$ cat src/tetris_grid_pkg.sv
`default_nettype none

package tetris_grid_pkg;

    // Board geometry
    localparam int GRID_ROWS = 22;  // Row 0 at the top
    localparam int GRID_COLS = 10;  // Bit 9 is the leftmost column
    localparam int NUM_KINDS = 7;

    typedef logic [GRID_COLS-1:0] row_t;       // One board row
    typedef row_t [GRID_ROWS-1:0] grid_t;      // Whole board, row r at index r
    typedef logic [4:0]           row_idx_t;   // Row number
    typedef logic [2:0]           piece_kind_t;  // I, O, T, L, J, S, Z

    // Spawn shapes, two rows each, centred on columns 3 to 6
    localparam row_t SHAPE_TOP [NUM_KINDS] = '{
        10'b0001111000,  // I
        10'b0000110000,  // O
        10'b0001110000,  // T
        10'b0001110000,  // L
        10'b0001110000,  // J
        10'b0000110000,  // S
        10'b0001100000   // Z
    };

    localparam row_t SHAPE_BOT [NUM_KINDS] = '{
        10'b0000000000,  // I is flat, one row only
        10'b0000110000,  // O
        10'b0000100000,  // T stem
        10'b0001000000,  // L foot on the left
        10'b0000010000,  // J foot on the right
        10'b0001100000,  // S
        10'b0000110000   // Z
    };

endpackage

`default_nettype wire

$ cat src/tetris_ctrl_pkg.sv
`default_nettype none

package tetris_ctrl_pkg;

    // Game control FSM states
    typedef enum logic [2:0] {
        ST_SPAWN,  // Load the next piece
        ST_FALL,   // Piece under player control
        ST_LOCK,   // Merge piece into grid
        ST_CLEAR,  // Row clear scan running
        ST_OVER    // Wait for new game
    } game_state_t;

    typedef logic [15:0] line_cnt_t;  // Cleared line count

    // Player strobes, one cycle each
    typedef struct packed {
        logic left;
        logic right;
        logic tick;      // Gravity step
        logic new_game;
    } player_cmd_t;

    // Host-visible status
    typedef struct packed {
        game_state_t                 state;
        tetris_grid_pkg::piece_kind_t kind;
        logic                        game_over;
        line_cnt_t                   lines;
    } game_status_t;

endpackage

`default_nettype wire

$ cat src/game_fsm.sv
`default_nettype none

module game_fsm (
    input  logic                          clk,
    input  logic                          reset,
    input  tetris_ctrl_pkg::player_cmd_t  cmd,
    input  logic                          landed,
    input  logic                          spawn_blocked,
    input  logic                          clear_done,
    output logic                          spawn,
    output logic                          lock,
    output logic                          clear_start,
    output logic                          wipe,
    output logic                          move_left,
    output logic                          move_right,
    output logic                          move_down,
    output tetris_ctrl_pkg::game_state_t  state
);

    import tetris_ctrl_pkg::*;

    game_state_t next_state;
    logic        fall_live;  // Player strobes accepted this cycle

    always_ff @(posedge clk or posedge reset) begin
        if (reset) begin
            state       <= ST_SPAWN;
            clear_start <= 1'b0;
        end else begin
            state       <= next_state;
            clear_start <= (state == ST_LOCK) && !cmd.new_game;  // First ST_CLEAR cycle
        end
    end

    always_comb begin
        next_state = state;
        if (cmd.new_game) begin
            next_state = ST_SPAWN;  // Restart from anywhere
        end else begin
            case (state)
                ST_SPAWN: next_state = ST_FALL;
                ST_FALL: begin
                    if (spawn_blocked) begin
                        next_state = ST_OVER;
                    end else if (landed) begin
                        next_state = ST_LOCK;
                    end
                end
                ST_LOCK:  next_state = ST_CLEAR;
                ST_CLEAR: if (clear_done) next_state = ST_SPAWN;
                ST_OVER:  next_state = ST_OVER;   // Hold until new game
                default:  next_state = ST_SPAWN;
            endcase
        end
    end

    assign wipe  = cmd.new_game;
    assign spawn = (state == ST_SPAWN) && !cmd.new_game;
    assign lock  = (state == ST_LOCK) && !cmd.new_game;

    // No moves while the piece is dead or already landed
    assign fall_live = (state == ST_FALL) && !spawn_blocked && !landed && !cmd.new_game;

    // Tick beats left, left beats right
    assign move_down  = fall_live && cmd.tick;
    assign move_left  = fall_live && !cmd.tick && cmd.left;
    assign move_right = fall_live && !cmd.tick && !cmd.left && cmd.right;

endmodule

`default_nettype wire

$ cat src/grid_store.sv
`default_nettype none

module grid_store (
    input  logic                       clk,
    input  logic                       reset,
    input  logic                       lock,
    input  logic                       clear_start,
    input  logic                       wipe,
    input  tetris_grid_pkg::grid_t     active,
    input  tetris_grid_pkg::row_idx_t  row_sel,
    output tetris_grid_pkg::grid_t     stored,
    output logic                       clear_done,
    output tetris_ctrl_pkg::line_cnt_t lines,
    output tetris_grid_pkg::row_t      row_data
);

    import tetris_grid_pkg::*;
    import tetris_ctrl_pkg::*;

    logic     scanning;  // Clear scan in progress
    row_idx_t scan_row;  // Row under test, walks upward
    logic     row_full;

    assign row_full   = &stored[scan_row];
    // Done once row 0 has been checked and kept
    assign clear_done = scanning && !row_full && (scan_row == '0);

    always_ff @(posedge clk or posedge reset) begin
        if (reset) begin
            stored   <= '0;
            scanning <= 1'b0;
            scan_row <= '0;
            lines    <= '0;
        end else if (wipe) begin
            stored   <= '0;  // New game, empty board
            scanning <= 1'b0;
            scan_row <= '0;
            lines    <= '0;
        end else if (lock) begin
            stored <= stored | active;  // Merge landed piece
        end else if (clear_start) begin
            scanning <= 1'b1;
            scan_row <= row_idx_t'(GRID_ROWS - 1);  // Start at the bottom
        end else if (scanning) begin
            if (row_full) begin
                // Drop everything above, same row scanned again
                for (int r = GRID_ROWS - 1; r > 0; r--) begin
                    if (r <= scan_row) begin
                        stored[r] <= stored[r-1];
                    end
                end
                stored[0] <= '0;  // Empty row enters at the top
                lines     <= lines + 1'b1;
            end else if (scan_row == '0) begin
                scanning <= 1'b0;
            end else begin
                scan_row <= scan_row - 1'b1;
            end
        end
    end

    // Display read, settled cells plus moving piece
    always_comb begin
        if (row_sel < GRID_ROWS) begin
            row_data = stored[row_sel] | active[row_sel];
        end else begin
            row_data = '0;  // Off the board
        end
    end

endmodule

`default_nettype wire

$ cat src/piece_gen.sv
`default_nettype none

module piece_gen (
    input  logic                          clk,
    input  logic                          reset,
    input  logic                          spawn,
    input  logic                          wipe,
    output tetris_grid_pkg::piece_kind_t  kind,
    output tetris_grid_pkg::grid_t        spawn_mask
);

    import tetris_grid_pkg::*;

    logic last_kind;  // At Z, wrap to I next

    assign last_kind = (kind == piece_kind_t'(NUM_KINDS - 1));

    // Rotating kind register
    always_ff @(posedge clk or posedge reset) begin
        if (reset) begin
            kind <= '0;
        end else if (wipe) begin
            kind <= '0;  // New game starts from I again
        end else if (spawn) begin
            if (last_kind) begin
                kind <= '0;
            end else begin
                kind <= kind + 1'b1;
            end
        end
    end

    // Place current shape in rows 0 and 1
    always_comb begin
        spawn_mask    = '0;               // Rest of the board empty
        spawn_mask[0] = SHAPE_TOP[kind];  // Top row of shape
        spawn_mask[1] = SHAPE_BOT[kind];
    end

endmodule

`default_nettype wire

$ cat src/piece_mover.sv
`default_nettype none

module piece_mover (
    input  logic                    clk,
    input  logic                    reset,
    input  logic                    spawn,
    input  tetris_grid_pkg::grid_t  spawn_mask,
    input  tetris_grid_pkg::grid_t  stored,
    input  logic                    move_left,
    input  logic                    move_right,
    input  logic                    move_down,
    output tetris_grid_pkg::grid_t  active,
    output logic                    landed,
    output logic                    spawn_blocked
);

    import tetris_grid_pkg::*;

    grid_t left_mask;     // Candidate one column left
    grid_t right_mask;    // Candidate one column right
    grid_t down_mask;     // Candidate one row down
    logic  wall_l;
    logic  wall_r;
    logic  left_blk;
    logic  right_blk;
    logic  down_blk;
    logic  lock_pending;  // Piece waits for the merge cycle

    // Per-row shifts, wall hits
    always_comb begin
        wall_l = 1'b0;
        wall_r = 1'b0;
        for (int r = 0; r < GRID_ROWS; r++) begin
            left_mask[r]  = active[r] << 1;
            right_mask[r] = active[r] >> 1;
            wall_l        = wall_l | active[r][GRID_COLS-1];
            wall_r        = wall_r | active[r][0];
        end
    end

    // Row r moves to r + 1, so the whole vector shifts by one row
    assign down_mask = active << GRID_COLS;

    assign left_blk  = wall_l || (|(left_mask & stored));
    assign right_blk = wall_r || (|(right_mask & stored));
    assign down_blk  = (|active[GRID_ROWS-1]) || (|(down_mask & stored));  // Floor or stack

    always_ff @(posedge clk or posedge reset) begin
        if (reset) begin
            active        <= '0;
            landed        <= 1'b0;
            spawn_blocked <= 1'b0;
            lock_pending  <= 1'b0;
        end else begin
            landed        <= move_down && down_blk;            // One cycle after blocked tick
            spawn_blocked <= spawn && (|(spawn_mask & stored)); // New piece overlaps stack
            lock_pending  <= landed;                           // High during the lock cycle

            if (spawn) begin
                active <= spawn_mask;
            end else if (spawn_blocked || lock_pending) begin
                active <= '0;  // Game over, or piece now merged
            end else if (move_down) begin
                if (!down_blk) begin
                    active <= down_mask;
                end
            end else if (move_left) begin
                if (!left_blk) begin
                    active <= left_mask;
                end
            end else if (move_right && !right_blk) begin
                active <= right_mask;
            end
        end
    end

endmodule

`default_nettype wire

$ cat src/tetris_top.sv
`default_nettype none

module tetris_top (
    input  logic                          clk,
    input  logic                          reset,
    input  tetris_ctrl_pkg::player_cmd_t  cmd,
    input  tetris_grid_pkg::row_idx_t     row_sel,
    output tetris_grid_pkg::row_t         row_data,
    output tetris_ctrl_pkg::game_status_t status
);

    import tetris_grid_pkg::*;
    import tetris_ctrl_pkg::*;

    logic        spawn, lock, clear_start, wipe;  // FSM strobes
    logic        move_left, move_right, move_down;
    logic        landed, spawn_blocked, clear_done;
    game_state_t state;
    piece_kind_t kind;
    grid_t       spawn_mask, active, stored;
    line_cnt_t   lines;

    game_fsm u_fsm (
        .clk, .reset, .cmd, .landed, .spawn_blocked, .clear_done,
        .spawn, .lock, .clear_start, .wipe,
        .move_left, .move_right, .move_down, .state
    );

    piece_gen u_gen (.clk, .reset, .spawn, .wipe, .kind, .spawn_mask);

    piece_mover u_mover (
        .clk, .reset, .spawn, .spawn_mask, .stored,
        .move_left, .move_right, .move_down,
        .active, .landed, .spawn_blocked
    );

    grid_store u_grid (
        .clk, .reset, .lock, .clear_start, .wipe, .active, .row_sel,
        .stored, .clear_done, .lines, .row_data
    );

    assign status = '{state: state, kind: kind, game_over: (state == ST_OVER), lines: lines};

endmodule

`default_nettype wire
$ cat config.mk
export PLATFORM = sky130hd
export DESIGN_NAME = tetris_top
export DESIGN_NICKNAME = d
export VERILOG_FILES = /design/src/tetris_grid_pkg.sv /design/src/tetris_ctrl_pkg.sv /design/src/game_fsm.sv /design/src/grid_store.sv /design/src/piece_gen.sv /design/src/piece_mover.sv /design/src/tetris_top.sv
export SDC_FILE = /design/constraint.sdc
export NUM_CORES = 2
export LEC_CHECK = 0
export ABC_AREA = 0
export BUFFER_PORTS_ARGS = -buffer_cell sky130_fd_sc_hd__clkbuf_2
export CORE_MARGIN = 8
export CORE_UTILIZATION = 25
export DETAILED_ROUTE_END_ITERATION = 16
export MAX_ROUTING_LAYER = met4
export PLACE_DENSITY = 0.36
export SYNTH_ARGS = -nofsm -noshare
export SYNTH_HDL_FRONTEND = slang
export SYNTH_SLANG_ARGS = --single-unit
$ cat constraint.sdc
create_clock -name clk -period 42.2 [get_ports clk]
set_input_delay 8.44 -clock clk [delete_from_list [all_inputs] [get_ports clk]]
set_output_delay 8.44 -clock clk [all_outputs]
set_load 0.03 [all_outputs]
==> results by stage <==
Min path:
- The worst hold-check path type is register to register.
- The critical hold path startpoint is u_mover.active[5].

Logic synthesis:
- In this run, synthesis inferred 0 flip-flops with an integrated enable.
- The async set-reset flop share out of synthesis is 100%.
- Counting flops and latches in the post-synthesis netlist gives 472.
- The share of synthesized area in the top cell type comes to 32.8%.
- Yosys printed 0 warnings.
- The synthesized instance count is 4725.
- Sequential cells were found to cover 32.8% of the synthesized design area.
- The number of nets produced by synthesis is 4747.
- The post-synthesis cell area is 36000 µm².
- The dominant synthesized flop cell is dfrtp_1.
- After synthesis, the netlist uses 77 different library cells.
- By area the synthesized netlist is led by dfrtp_1, nand2_1, a21oi_1.
- The most area-hungry cell type in the Yosys netlist is dfrtp_1.
- The average instance in the mapped netlist occupies 7.62 µm².

Clock tree:
- The clock transition at the registers of the reported paths is 0.05 ns.
- The clock root buffer master is clkbuf_16.
- TritonCTS built the clock tree.
- The later-pin clock latency in the skew report is 0.71 ns.
- The number of post-CTS setup repair buffers is 0.
- In this run the number of H-tree levels came out at 3.
- The number of clock sinks seen by CTS is 472.
- The hold-fix buffer count after cts is 0.
- In this run the deepest clock path goes through 3 buffers.
- In this run, CTS created clock tree buffers numbering 68.
- Once the clock tree was built, the resizer swapped 0 gates to a different size.

Critical path:
- The critical path startpoint is row_sel[2].
- In this run the worst setup path terminates at row_data[8].
- The maximum fanout count along the critical path is 59.
- The setup check on the worst reg-to-reg path leaves a slack of 35.89 ns.
- The critical path's largest stage delay is 0.77 ns.
- The classification of the worst setup path is input pin to output pin.
- The length in cells of the worst reg-to-reg path is 12.
- Walking the worst path, the cells encountered are buf_4 > buf_4 > a21oi_1 > a211oi_1 > a21oi_1 > o21ai_0 > clkbuf_2.
- The worst endpoint required time is 33.76 ns.
- Counting both buffers and inverters, the worst setup path holds a total of 3.
- The slowest library cell on the worst path is buf_4.
- The cell family contributing the most delay on the critical path is compound AO/OA/AOI/OAI gates.
- The cell depth of the worst setup path is 7.
- The element type at the critical path start is an input pin.
- The beginning of the worst register-to-register path is u_mover.active[13].
- The endpoint identified for the worst register-to-register timing path is u_mover.active[104].
- The critical path capture point type is an output pin.
- The critical path data arrival time is 11.85 ns.

Drt:
- The count of nets left with antenna violations once routing finished came out at 0.
- The final layout contains routed wiring with a total length of 318000 µm.
- The count of routing violations after the opening detailed-route iteration is 6558.
- The total via count after detailed routing is 42900.
- In the routed layout, each cell is associated on average with a via count of 6.61.
- The final routed wire length divided by cell count is 49.0 µm.
- The first-pass iteration count of the detailed router is 8.
- In the routed design, unresolved DRC markers number 0.

GRT:
- The initial antenna violation count is 57.
- Entering global routing, the biggest net connects 105 pins.
- The global router's overall resource usage is 40.0%.
- For this run the aggregate overflow at the end of global routing stands at 0.
- The first global-routing pass estimated 413000 µm of wire.
- The via count of the first global-routing pass is 39100.

Power:
- The static leakage is 0.0155 µW.
- The power density over the cells is 41.7 nW/µm².
- The total design power is 1710 µW.
- The largest vdd supply drop is 0.0000421 V.

Final layout:
- In the layout the commonest cells are nand2_1, nor2_1, a21oi_1, dfrtp_1, buf_4.
- The area growth from synthesis to final layout is 13.9%.
- The net count of the finished layout is 4528.
- The library cell used most frequently in the layout, excluding fill and tap cells, is nand2_1.
- In the final layout, the share of cells above drive strength 1 is 13.7%.

Place:
- The wire-length estimate of the detail-placed layout is 229000 µm.
- Input and output buffers added on the ports amount to 43.
- The weighted congestion at the end of routability-driven global placement is 1.10.
- OpenSTA, run right after detailed placement, puts the worst setup slack at 22.16 ns.

STA:
- The final clock skew is 0.0234 ns.
- Setup repair after global routing left no endpoint under its margin.
- After layout, the worst path uses 48.1% of the clock period.
- The final-layout worst hold slack is 0.513 ns.
- Static timing analysis puts the maximum clock frequency at 49.3 MHz.
- The final worst setup slack is 21.91 ns.
- The pin slew with the least headroom to its limit is 1.35 ns.
- The worst pin sits at a relative slew slack of 9.01%.
- The total negative slack for setup checks is 0 ns.
- The hold violation total from the final report came to 0.
- The max-slew violation total from the final report came to 0.
- Setup violations remaining at the end of the flow were counted as 0.
- The smallest clock period supported by the final layout is computed as 20.29 ns.

Floorplanning:
- The y dimension of the die is 395 µm.
- The total area inside the core boundary comes to 143000 µm².
- Once the floorplan was initialized, standard cells occupied 25.1% of the core.
- The overall die area is 156000 µm².
- Row generation in the floorplan step produced 139 rows.
- The die is 395 µm wide.
- 44 I/O pins were placed.

Run:
- The tool flagged a number of max-cap violations equal to 0.

Status:
- The run finished with clean final reports.
final cells by class:
cell class | instances | area (µm²)
multi-input combinational | 3511 | 21300
tap | 1903 | 2380
clock inverter | 13 | 130
fill | 15500 | 102000
timing repair buffer | 419 | 3060
inverter | 34 | 136
sequential | 472 | 11800
antenna | 31 | 77.6
clock buffer | 104 | 2040
flip-flops by register name, indices dropped and copies added (netlist names), 3 cells and up:
register / flops
u_grid.stored: 220
u_grid.lines: 16
u_gen.kind: 3
u_fsm.state: 3
u_mover.active: 220
u_grid.scan_row: 5
routing by layer:
| layer | wire length, µm | share of wire (%) | up-vias | GRT usage [%] |
|---|---|---|---|---|
| met2 | 131000 | 41 | 2774 | 55.5 |
| met5 | 0 | 0 | - | - |
| met4 | 22900 | 7.2 | 0 | 22.9 |
| met1 | 135000 | 43 | 22300 | 52.4 |
| met3 | 29200 | 9.2 | 715 | 10.1 |
| li1 | - | - | 17100 | - |
stage by stage:
step	utilization, %	instances	cell area, µm²
after floorplan	-	4725	36000
after global placement	27.0	6339	38700
after detailed placement	27.0	6339	38700
after CTS	28.5	6456	40900
after global routing	28.6	6480	41000
final	28.6	6487	41000
kinds of logic after synthesis:
family	Yosys count	synth area share [%]
xor gates and xnor gates	1	0.0243
muxes	159	5.12
AOI/OAI and AO/OA	1697	33.6
adders and majority gates	11	0.382
DFF	472	32.8
buffers and inverters	742	8.31
and+or+nand+nor	1643	19.7
synthesized netlist by cell type (33+ instances only):
library cell    n
o22ai_1        49
a22o_1        118
clkbuf_1      585
o31ai_1        80
buf_1          54
a211oi_1      117
dfrtp_1       472
o21ai_0       172
inv_1          33
nand3_1        89
mux2i_1       112
nor4_1         41
a221o_1        35
a21oi_1       483
nor2_1        505
buf_2          37
a311o_1       166
nand4_1        71
a22oi_1        87
nand2_1       699
nor3_1        121
a221oi_1      146
power by group:
group / total, µW / internal (µW) / switching (µW)
registers: 557 / 482 / 75.6
logic: 566 / 127 / 439
clock network: 584 / 338 / 246
how the worst min path moves through the flow:
| stage | endpoint | slack (ns) | cells after the start |
|---|---|---|---|
| after floorplan | u_mover.lock_pending | 0.39 | 0 |
| after global placement | u_mover.active[5] | 0.49 | 1 |
| after detailed placement | u_mover.active[5] | 0.50 | 1 |
| after CTS | u_mover.active[5] | 0.52 | 1 |
| after global routing | u_mover.active[5] | 0.53 | 1 |
| final | u_mover.active[5] | 0.51 | 1 |
Note: power is estimated with default switching activity, not from simulation.
